[src/rtl/alu_pkg.sv]
package alu_pkg;

	// ============================================================
	// Sizes and widths
	// ============================================================
	localparam int VSIZE     = 4;
	localparam int DATA_BW   = 8;
	localparam int TMP_BW    = 16;
	localparam int REG_NWORD = 16;
	localparam int REG_ABW   = $clog2(REG_NWORD);
	localparam int TBUF_SIZE = 2;

	// One lane of SRAM or DRAM data
	typedef logic [DATA_BW-1:0] data_t;
	// One lane of an internal result
	typedef logic signed [TMP_BW-1:0] tdata_t;
	typedef logic [REG_ABW-1:0] reg_addr_t;
	typedef logic [4:0] shamt_t;

	// ============================================================
	// Opcodes, 5 to 7 are reserved
	// ============================================================
	typedef logic [2:0] opcode_t;
	localparam opcode_t OP_ADD     = 3'd0;
	localparam opcode_t OP_SUB     = 3'd1;
	localparam opcode_t OP_SQDIST  = 3'd2;
	localparam opcode_t OP_ABSDIST = 3'd3;
	localparam opcode_t OP_MAC     = 3'd4;

	// Operand sources
	typedef logic [2:0] src_t;
	localparam src_t SRC_CONST = 3'd0;
	localparam src_t SRC_REG   = 3'd1;
	localparam src_t SRC_SRAM0 = 3'd2;
	localparam src_t SRC_SRAM1 = 3'd3;
	localparam src_t SRC_TBUF0 = 3'd4;
	localparam src_t SRC_TBUF1 = 3'd5;

	// DRAM write mode, 0 to 2 select an extra shift of twice the value
	typedef logic [1:0] dram_mode_t;
	localparam dram_mode_t DRAM_NONE = 2'd3;

	// Lane vectors
	typedef data_t dvec_t [VSIZE];
	typedef tdata_t tvec_t [VSIZE];

endpackage

[src/rtl/alu_wb_if.sv]
`timescale 1ns/1ns

interface alu_wb_if;

	// Register file write
	logic              reg_we;
	alu_pkg::reg_addr_t reg_waddr;
	// Temporary buffer push
	logic              tbuf_we;
	// Result vector shared by both sinks
	alu_pkg::tvec_t    wdata;

	modport src (
		output reg_we,
		output reg_waddr,
		output tbuf_we,
		output wdata
	);

	modport reg_sink (
		input reg_we,
		input reg_waddr,
		input wdata
	);

	modport tbuf_sink (
		input tbuf_we,
		input wdata
	);

endinterface

[src/rtl/vec_alu.sv]
`timescale 1ns/1ns

module vec_alu (
	// Instruction
	input  logic                 i_op_rdy,
	output logic                 o_op_ack,
	input  alu_pkg::opcode_t     i_opcode,
	input  alu_pkg::shamt_t      i_shamt,
	input  alu_pkg::src_t        i_a,
	input  alu_pkg::src_t        i_b,
	input  alu_pkg::src_t        i_c,
	input  alu_pkg::tdata_t      i_const_a,
	input  alu_pkg::tdata_t      i_const_b,
	input  alu_pkg::tdata_t      i_const_c,
	input  alu_pkg::reg_addr_t   i_reg_raddr,
	input  logic                 i_to_reg,
	input  alu_pkg::reg_addr_t   i_reg_waddr,
	input  logic                 i_to_temp,
	input  alu_pkg::dram_mode_t  i_to_dram,
	// Register file read port
	output alu_pkg::reg_addr_t   o_rf_raddr,
	input  alu_pkg::tvec_t       i_rf_rdata,
	// Temporary buffer entries
	input  alu_pkg::tvec_t       i_tbuf0,
	input  alu_pkg::tvec_t       i_tbuf1,
	// SRAM read streams
	input  logic                 i_sramrd0_rdy,
	output logic                 o_sramrd0_ack,
	input  alu_pkg::dvec_t       i_sramrd0,
	input  logic                 i_sramrd1_rdy,
	output logic                 o_sramrd1_ack,
	input  alu_pkg::dvec_t       i_sramrd1,
	// DRAM write stream
	output logic                 o_dramwd_rdy,
	input  logic                 i_dramwd_ack,
	output alu_pkg::dvec_t       o_dramwd,
	output logic                 o_inst_commit,
	alu_wb_if.src                wb
);

	// ============================================================
	// Operand selection
	// ============================================================
	function automatic alu_pkg::tvec_t sel_operand(
		input alu_pkg::src_t   src,
		input alu_pkg::tdata_t cval
	);
		alu_pkg::tvec_t v;
		for (int i = 0; i < alu_pkg::VSIZE; i++) begin
			case (src)
				alu_pkg::SRC_CONST: v[i] = cval;
				alu_pkg::SRC_REG:   v[i] = i_rf_rdata[i];
				// SRAM bytes are sign-extended
				alu_pkg::SRC_SRAM0: v[i] = alu_pkg::tdata_t'($signed(i_sramrd0[i]));
				alu_pkg::SRC_SRAM1: v[i] = alu_pkg::tdata_t'($signed(i_sramrd1[i]));
				alu_pkg::SRC_TBUF0: v[i] = i_tbuf0[i];
				alu_pkg::SRC_TBUF1: v[i] = i_tbuf1[i];
				default:            v[i] = '0;
			endcase
		end
		return v;
	endfunction

	// ============================================================
	// Lane arithmetic
	// ============================================================
	function automatic alu_pkg::tdata_t lane_calc(
		input alu_pkg::opcode_t op,
		input alu_pkg::shamt_t  sh,
		input alu_pkg::tdata_t  a,
		input alu_pkg::tdata_t  b,
		input alu_pkg::tdata_t  c
	);
		logic signed [8:0]  d8;
		logic signed [17:0] sq;
		logic signed [17:0] sq_sh;
		alu_pkg::tdata_t    sum;
		alu_pkg::tdata_t    dbc;
		alu_pkg::tdata_t    absd;
		alu_pkg::tdata_t    prod;
		alu_pkg::tdata_t    r;
		// Low bytes of b and c are treated as signed for SQDIST and MAC
		d8 = $signed(b[7:0]) - $signed(c[7:0]);
		sq = d8 * d8;
		sq_sh = sq >>> sh;
		dbc = b - c;
		absd = (dbc < 0) ? -dbc : dbc;
		prod = $signed(b[7:0]) * $signed(c[7:0]);
		case (op)
			alu_pkg::OP_ADD: begin
				sum = a + b + c;
				r = sum >>> sh;
			end
			alu_pkg::OP_SUB: begin
				sum = a + b - c;
				r = sum >>> sh;
			end
			alu_pkg::OP_SQDIST:  r = a + alu_pkg::tdata_t'(sq_sh[15:0]);
			alu_pkg::OP_ABSDIST: r = a + (absd >>> sh);
			alu_pkg::OP_MAC:     r = a + (prod >>> sh);
			default:             r = '0;
		endcase
		return r;
	endfunction

	alu_pkg::tvec_t sel_a;
	alu_pkg::tvec_t sel_b;
	alu_pkg::tvec_t sel_c;
	alu_pkg::tvec_t result;
	logic           need_rd0;
	logic           need_rd1;
	logic           data_ready;
	logic           to_dram;
	logic           op_ack;
	logic [2:0]     dram_shift;

	assign o_rf_raddr = i_reg_raddr;

	always_comb begin
		sel_a = sel_operand(i_a, i_const_a);
		sel_b = sel_operand(i_b, i_const_b);
		sel_c = sel_operand(i_c, i_const_c);
	end

	always_comb begin
		for (int i = 0; i < alu_pkg::VSIZE; i++) begin
			result[i] = lane_calc(i_opcode, i_shamt, sel_a[i], sel_b[i], sel_c[i]);
		end
	end

	// DRAM lanes are narrowed after an extra shift of 0, 2 or 4
	assign dram_shift = {i_to_dram, 1'b0};

	always_comb begin
		alu_pkg::tdata_t narrow;
		for (int i = 0; i < alu_pkg::VSIZE; i++) begin
			narrow = result[i] >>> dram_shift;
			o_dramwd[i] = narrow[alu_pkg::DATA_BW-1:0];
		end
	end

	// ============================================================
	// Handshake control
	// ============================================================
	always_comb begin
		need_rd0 = (i_a == alu_pkg::SRC_SRAM0) || (i_b == alu_pkg::SRC_SRAM0)
			|| (i_c == alu_pkg::SRC_SRAM0);
		need_rd1 = (i_a == alu_pkg::SRC_SRAM1) || (i_b == alu_pkg::SRC_SRAM1)
			|| (i_c == alu_pkg::SRC_SRAM1);
		// All operands present for the pending instruction
		data_ready = i_op_rdy && (!need_rd0 || i_sramrd0_rdy) && (!need_rd1 || i_sramrd1_rdy);
		to_dram = i_to_dram != alu_pkg::DRAM_NONE;
	end

	assign o_dramwd_rdy = data_ready && to_dram;
	// A DRAM instruction waits for the write to be taken
	assign op_ack = data_ready && (to_dram ? i_dramwd_ack : 1'b1);

	assign o_op_ack      = op_ack;
	assign o_inst_commit = op_ack;
	assign o_sramrd0_ack = op_ack && need_rd0;
	assign o_sramrd1_ack = op_ack && need_rd1;

	// Write-back to register file and temporary buffer
	assign wb.reg_we    = op_ack && i_to_reg;
	assign wb.reg_waddr = i_reg_waddr;
	assign wb.tbuf_we   = op_ack && i_to_temp;
	assign wb.wdata     = result;

endmodule

[src/rtl/vreg_file.sv]
`timescale 1ns/1ns

module vreg_file (
	input  logic               i_clk,
	input  logic               i_rst_n,
	input  alu_pkg::reg_addr_t i_raddr,
	output alu_pkg::tvec_t     o_rdata,
	alu_wb_if.reg_sink         wb
);

	// REG_NWORD vectors of VSIZE lanes
	alu_pkg::tdata_t mem [alu_pkg::REG_NWORD][alu_pkg::VSIZE];

	always_ff @(posedge i_clk or negedge i_rst_n) begin
		if (!i_rst_n) begin
			for (int w = 0; w < alu_pkg::REG_NWORD; w++) begin
				for (int i = 0; i < alu_pkg::VSIZE; i++) begin
					mem[w][i] <= '0;
				end
			end
		end else if (wb.reg_we) begin
			for (int i = 0; i < alu_pkg::VSIZE; i++) begin
				mem[wb.reg_waddr][i] <= wb.wdata[i];
			end
		end
	end

	// Combinational read, a same-cycle write shows up next cycle
	always_comb begin
		for (int i = 0; i < alu_pkg::VSIZE; i++) begin
			o_rdata[i] = mem[i_raddr][i];
		end
	end

endmodule

[src/rtl/tmp_buf.sv]
`timescale 1ns/1ns

module tmp_buf (
	input  logic           i_clk,
	input  logic           i_rst_n,
	output alu_pkg::tvec_t o_tbuf0,
	output alu_pkg::tvec_t o_tbuf1,
	alu_wb_if.tbuf_sink    wb
);

	// Entry 0 is the newest result
	alu_pkg::tdata_t entry [alu_pkg::TBUF_SIZE][alu_pkg::VSIZE];

	always_ff @(posedge i_clk or negedge i_rst_n) begin
		if (!i_rst_n) begin
			for (int e = 0; e < alu_pkg::TBUF_SIZE; e++) begin
				for (int i = 0; i < alu_pkg::VSIZE; i++) begin
					entry[e][i] <= '0;
				end
			end
		end else if (wb.tbuf_we) begin
			// Shift older results down one slot
			for (int e = alu_pkg::TBUF_SIZE - 1; e > 0; e--) begin
				entry[e] <= entry[e-1];
			end
			entry[0] <= wb.wdata;
		end
	end

	assign o_tbuf0 = entry[0];
	assign o_tbuf1 = entry[1];

endmodule

[src/rtl/alu_subsys.sv]
`timescale 1ns/1ns

module alu_subsys (
	input  logic                 i_clk,
	input  logic                 i_rst_n,
	// Instruction
	input  logic                 i_op_rdy,
	output logic                 o_op_ack,
	input  alu_pkg::opcode_t     i_opcode,
	input  alu_pkg::shamt_t      i_shamt,
	input  alu_pkg::src_t        i_a,
	input  alu_pkg::src_t        i_b,
	input  alu_pkg::src_t        i_c,
	input  alu_pkg::tdata_t      i_const_a,
	input  alu_pkg::tdata_t      i_const_b,
	input  alu_pkg::tdata_t      i_const_c,
	input  alu_pkg::reg_addr_t   i_reg_raddr,
	input  logic                 i_to_reg,
	input  alu_pkg::reg_addr_t   i_reg_waddr,
	input  logic                 i_to_temp,
	input  alu_pkg::dram_mode_t  i_to_dram,
	// SRAM read streams
	input  logic                 i_sramrd0_rdy,
	output logic                 o_sramrd0_ack,
	input  alu_pkg::dvec_t       i_sramrd0,
	input  logic                 i_sramrd1_rdy,
	output logic                 o_sramrd1_ack,
	input  alu_pkg::dvec_t       i_sramrd1,
	// DRAM write stream
	output logic                 o_dramwd_rdy,
	input  logic                 i_dramwd_ack,
	output alu_pkg::dvec_t       o_dramwd,
	output logic                 o_inst_commit
);

	alu_pkg::reg_addr_t rf_raddr;
	alu_pkg::tvec_t     rf_rdata;
	alu_pkg::tvec_t     tbuf0;
	alu_pkg::tvec_t     tbuf1;

	// Write-back from the ALU to both storage blocks
	alu_wb_if wb_if ();

	vec_alu u_alu (
		.i_op_rdy      (i_op_rdy),
		.o_op_ack      (o_op_ack),
		.i_opcode      (i_opcode),
		.i_shamt       (i_shamt),
		.i_a           (i_a),
		.i_b           (i_b),
		.i_c           (i_c),
		.i_const_a     (i_const_a),
		.i_const_b     (i_const_b),
		.i_const_c     (i_const_c),
		.i_reg_raddr   (i_reg_raddr),
		.i_to_reg      (i_to_reg),
		.i_reg_waddr   (i_reg_waddr),
		.i_to_temp     (i_to_temp),
		.i_to_dram     (i_to_dram),
		.o_rf_raddr    (rf_raddr),
		.i_rf_rdata    (rf_rdata),
		.i_tbuf0       (tbuf0),
		.i_tbuf1       (tbuf1),
		.i_sramrd0_rdy (i_sramrd0_rdy),
		.o_sramrd0_ack (o_sramrd0_ack),
		.i_sramrd0     (i_sramrd0),
		.i_sramrd1_rdy (i_sramrd1_rdy),
		.o_sramrd1_ack (o_sramrd1_ack),
		.i_sramrd1     (i_sramrd1),
		.o_dramwd_rdy  (o_dramwd_rdy),
		.i_dramwd_ack  (i_dramwd_ack),
		.o_dramwd      (o_dramwd),
		.o_inst_commit (o_inst_commit),
		.wb            (wb_if.src)
	);

	vreg_file u_rf (
		.i_clk   (i_clk),
		.i_rst_n (i_rst_n),
		.i_raddr (rf_raddr),
		.o_rdata (rf_rdata),
		.wb      (wb_if.reg_sink)
	);

	tmp_buf u_tbuf (
		.i_clk   (i_clk),
		.i_rst_n (i_rst_n),
		.o_tbuf0 (tbuf0),
		.o_tbuf1 (tbuf1),
		.wb      (wb_if.tbuf_sink)
	);

endmodule

[config.mk]
export PLATFORM = sky130hd
export DESIGN_NAME = alu_subsys
export DESIGN_NICKNAME = d
export VERILOG_FILES = /design/src/rtl/alu_pkg.sv /design/src/rtl/alu_wb_if.sv /design/src/rtl/vec_alu.sv /design/src/rtl/vreg_file.sv /design/src/rtl/tmp_buf.sv /design/src/rtl/alu_subsys.sv
export SDC_FILE = /design/constraint.sdc
export NUM_CORES = 2
export LEC_CHECK = 0
export BUFFER_PORTS_ARGS = -buffer_cell sky130_fd_sc_hd__buf_2
export CAP_MARGIN = 20
export CORE_MARGIN = 4
export CORE_UTILIZATION = 45
export CTS_CLUSTER_SIZE = 16
export DETAILED_ROUTE_END_ITERATION = 8
export GPL_TIMING_DRIVEN = 1
export PLACE_DENSITY_LB_ADDON = 0.2
export SETUP_SLACK_MARGIN = 0.5
export SLEW_MARGIN = 30
export SYNTH_ARGS = -nofsm -noshare
export SYNTH_HDL_FRONTEND = slang
export SYNTH_HIERARCHICAL = 1
export SYNTH_SLANG_ARGS = --single-unit
[constraint.sdc]
create_clock -name i_clk -period 23.2 [get_ports i_clk]
set_input_delay 0 -clock i_clk [delete_from_list [all_inputs] [get_ports i_clk]]
set_output_delay 0 -clock i_clk [all_outputs]
set_load 0.005 [all_outputs]
Word level (Yosys, flattened, before mapping):

Cells that the tools add are included.

* word-level logic and storage cells: 226
* output and inout bits: 37
* bits in registers: 1152
* input port bits: 147

* shift-type cells: 24
* bitwise gates (word level): 2
* multipliers: 8
* order comparisons: 7
* eq/ne operators: 20
* add/sub/neg operators: 36
* multiplexer cells: 36
* reduce and logical (&&, ||, !) cells: 21

Operators by type and width (number)
* $bwmux W1024: 4
* $pmux W16 S6: 12
* $demux W64 S4: 4
* $add A16 B16 Y16: 20
* $pmux W16 S5: 4
* $bmux W64 S4: 1
* $sshr A16 B5 Y16: 16
* $mux W64: 3
* $sub A16 B16 Y16: 8
* $mux W16: 5
* $mul A9 B9 Y18: 4
* $sshr A18 B5 Y16: 4
* $lt A16 B1 Y1 const B: 4
* $mul A8 B8 Y16: 4
* $neg A16 Y16: 4
* $sshr A16 B3 Y8: 4
* $mux W48: 1
* $sub A8 B8 Y9: 4
* $mux W32: 1
* $eq A3 B2 Y1 const B: 8
* $eq A3 B3 Y1 const B: 7
* $eq A3 B1 Y1 const B: 4
* $logic_not A3 Y1: 4
* $ge A5 B5 Y1 const B: 2
* 7 further kinds: 22

Depth between registers and ports, before layout:

* depth in word-level cells: 15
* depth in mapped cells: 61
* gate-level depth less buffers: 55

Cells and area by module:

The synthesis kept the hierarchy.

By module, submodules not included
* vec_alu: times used 1, cells an instance 6612, sequential area each 0.0 µm², area each 49283.5 µm²
* vreg_file: times used 1, cells an instance 2774, sequential area each 25624.6 µm², area each 45408.6 µm²
* tmp_buf: times used 1, cells an instance 270, sequential area each 3203.1 µm², area each 4822.1 µm²

Worst setup path after synthesis:

OpenSTA, ideal clock, no wires.

* path kind: in2reg
* start point: in i_reg_raddr[0]
* end point: reg u_rf/mem[111] in the netlist's numbering
* setup time: 65 ps
* slack: 10302 ps
* path buffers: 5
* stages on the path: 54
* data required time: 23135 ps
* data arrival time: 12833 ps
* path through: buf_4 > buf_2 > buf_2 > buf_2 > mux4_2 > a22oi_1 > nand2_1 > a22oi_1 > nand3_1 > a221oi_1 > inv_1 > fa_1 > nor2b_1 > o311a_1 > o31a_1 > a21oi_1 > clkinv_1 > nor2_1 > (+18 left out) > mux2i_1 > mux4_2 > o2111a_1 > ha_1 > a21o_1 > a21o_1 > a21o_1 > a221o_1 > a41o_1 > o41ai_1 > o21ai_0 > a21o_1 > a21oi_1 > xnor2_1 > xnor2_1 > o22ai_1 > clkbuf_1 > mux2_2

RTL lines
* start, declared: line alu_subsys.sv:17 `input alu_pkg::reg_addr_t i_reg_raddr,`
* end signal, assigned by index: line vreg_file.sv:23 `mem[wb.reg_waddr][i] <= wb.wdata[i];`
* end, declared: line vreg_file.sv:12 `alu_pkg::tdata_t mem [alu_pkg::REG_NWORD][alu_pkg::VSIZE];`

==> flow_summary.ini <==
[clocking]
cts_tree = done
cts.sinks = 1152
clk_path_buf_depth = 3
insertion_delay_ps = 740
path_clk_slew_ps = 70
h-tree-depth = 3
root_buffer = clkbuf_16
cts_buffers = 105
ctsResizeCount = 0

[worst_setup_path]
cp_slowest_cell = o311ai_2
r2r_setup_slack_ps = 8160
cp_max_fo = 61
startpoint_type = primary input
arrival_ps = 16180
critical_path_class = primary input to primary output
worst_ep_required_time_ps = 23200
max_stage_delay_ps = 690
critPathCaptureType = primary output

[synth]
syn_area_sq_um = 99510
yosysUniqueCellTypes = 114
async_flop_share_pct = 100.0
ys.flop_type = dfrtp_1
synth_area_per_cell_sq_um = 10.31
yosysSeqAreaShare_pct = 28.97
synth_edf_count = 0
yosysWarnings = 6
ys_ff_latch = 1152
synthCells = 9656
synth_fp_nets = 10840

[placed_design]
hpwlAfterDp_um = 277600
portBuffers = 183
place_congestion = 1.048

[cells_and_area]
area_growth_pct = 8.269
final_util_pct = 48.99
nFillCells = 20260
drive_gt1_share_pct = 23.73
final_nets = 10790

[routing]
drcViolationCount = 0
drtPass1Iterations = 8
wirelength_um = 379300
drt_iter0_markers = 8009
num_vias = 80410
ant_nets = 0
wl_per_cell_um = 29.90
via_per_inst = 6.339

[sta]
finalCritPeriodShare_pct = 69.74
fmax_ghz = 0.06181
rsz0062_at_grt = false
worst_pin_slew_ps = 1071
skew_ps = 37.87
hold_viol_final = 0
fin_crit_ps = 16180
finalSetupViolCount = 0
drv_slew = 0
slew_headroom_pct = 28.06
tns_ps = 0

[die]
io_pins = 184
rows = 172
die_h_um = 478.3
start_util_pct = 45.25
die_x_um = 478.3
core_sq_um = 219900
dieArea_sq_um = 228700

[global_route]
gr-total-overflow = 0
grt_max_degree = 180
antenna_found_initial = 24
track_usage_pct = 32.58
grt_pass1_wl_um = 557100
first_global_vias = 81340

[flow_run]
drv_cap = 0

[status]
run_status = finished clean

[min_path]
hp-class = primary input to register
-- what timing repair did --
action	in CTS	in global routing
hold buffers	4	0
setup buffers	0	0
endpoints found under the hold margin	146	0
-- layer usage --
metal | vias to the layer above | routed length (um) | track usage [%]
li1 | 34770 | - | -
met1 | 41410 | 156200 | 42.86
met2 | 3336 | 169800 | 50.50
met3 | 900 | 25390 | 5.299
met4 | 2 | 27910 | 19.94
met5 | - | 13 | 0
-- cell usage after synthesis, types with 23 or more instances --
master    number  share of area [%]
o21bai_1      26               0.20
mux2_2      1234                 14
nor2_1       596                2.2
fa_1         468                9.4
nor2b_1       56               0.35
o21a_1        67               0.51
a211o_1       31               0.27
o22ai_1       71               0.45
o221ai_1      23               0.20
a31oi_1       76               0.48
xor2_1       116                1.0
buf_1         53               0.20
and2_1        55               0.35
a211oi_1      89               0.67
and3_1        44               0.28
buf_4         23               0.17
or3_1         34               0.21
o31ai_1       27               0.20
mux2i_1      180                1.8
o211ai_1      66               0.50
xnor2_1      269                2.4
nor4_1        23               0.14
or2_2         39               0.25
nand4_1       56               0.35
buf_2        153               0.77
nand2_1      737                2.8
ha_1         564                7.1
a221o_1       36               0.36
mux4_2       292                6.6
o21ai_0      286                1.4
a22oi_1      329                2.5
a21boi_0      32               0.24
inv_1        752                2.8
a21oi_1      361                1.8
clkbuf_1     337                1.3
a21o_1       116               0.88
nand3_1      146               0.73
a221oi_1      51               0.45
nor3_1       131               0.66
dfrtp_1     1152                 29
nand2b_1      47               0.30
-- per-stage QoR --
step	cells	setup slack (ps)	hold WS (ps)	instance area (sq um)
global route	12670	6157	97.10	107700
finish	12690	7021	92.58	107700
detailed placement	12460	6994	161.3	103900
CTS	12660	6957	56.26	107500
floorplan	9656	10300	-295.6	99510
global placement	12450	7204	143.7	103700
-- placed cells by master, fill, tap and decap left out, drive strengths merged, types with 292 or more instances in the layout --
cell	count
a21oi	362
a22oi	329
buf	427
dfrtp	1152
fa	468
ha	564
inv	765
mux2	1236
mux4	292
nand2	737
nor2	605
o21ai	295
-- state kept, by name, summed over array words and instances, names as in the netlist --
| name | cells |
|---|---|
| u_rf/mem | 1024 |
| u_tbuf/o_tbuf0 | 64 |
| u_tbuf/o_tbuf1 | 64 |
-- final cells by class --
type                       count  area [sq um]  share of cell area, %
multi-input combinational   7146         65540                  60.83
sequential                  1152         28830                  26.76
tap                         2958          3701                  3.435
timing repair buffer         433          3063                  2.843
clock buffer                 147          3047                  2.828
inverter                     777          2922                  2.712
clock inverter                48         583.1                 0.5412
antenna                       25         62.56                0.05806
-- path summary, 6_finish.rpt --
check | start | end | depth (start not counted)
setup / recovery | i_reg_raddr[0] | o_dramwd[23] | 53
hold / removal | i_reg_waddr[3] | u_rf/mem[461]$_DFFE_PN0P_ | 4
setup reg to reg | u_rf/mem[822]$_DFFE_PN0P_ | u_rf/mem[191]$_DFFE_PN0P_ | 48
hold reg to reg | u_rf/mem[100]$_DFFE_PN0P_ | u_rf/mem[100]$_DFFE_PN0P_ | 1
max in group asynchronous | i_rst_n | u_rf/mem[464]$_DFFE_PN0P_ | 8
min in group asynchronous | i_rst_n | u_rf/mem[937]$_DFFE_PN0P_ | 3
-- logic make-up (layout without fill, tap and decap cells) --
| family | Yosys count | in the layout | synth area share [%] |
|---|---|---|---|
| and+or+nand+nor | 2074 | 2074 | 9.561 |
| AOI/OAI and AO/OA | 1941 | 1941 | 13.51 |
| muxes | 1708 | 1708 | 22.41 |
| buffers and inverters | 1358 | 1405 | 5.528 |
| DFF | 1152 | 1152 | 28.97 |
| adders and majority gates | 1032 | 1032 | 16.51 |
| xor gates and xnor gates | 391 | 391 | 3.515 |
| other | 0 | 25 | 0 |
-- critical path, delay by kind of cell --
family                   cells  cell delay (ps)
AO/OA/AOI/OAI               22             5860
buffers and inverters       13             3950
adder cells (fa/ha/maj)      8             3410
multiplexers                 3             1370
AND/OR/NAND/NOR              5             1130
XOR/XNOR                     2              350
Power is not shown: default switching activity piles up to over one toggle a cycle in this logic, so the estimate is an artifact.
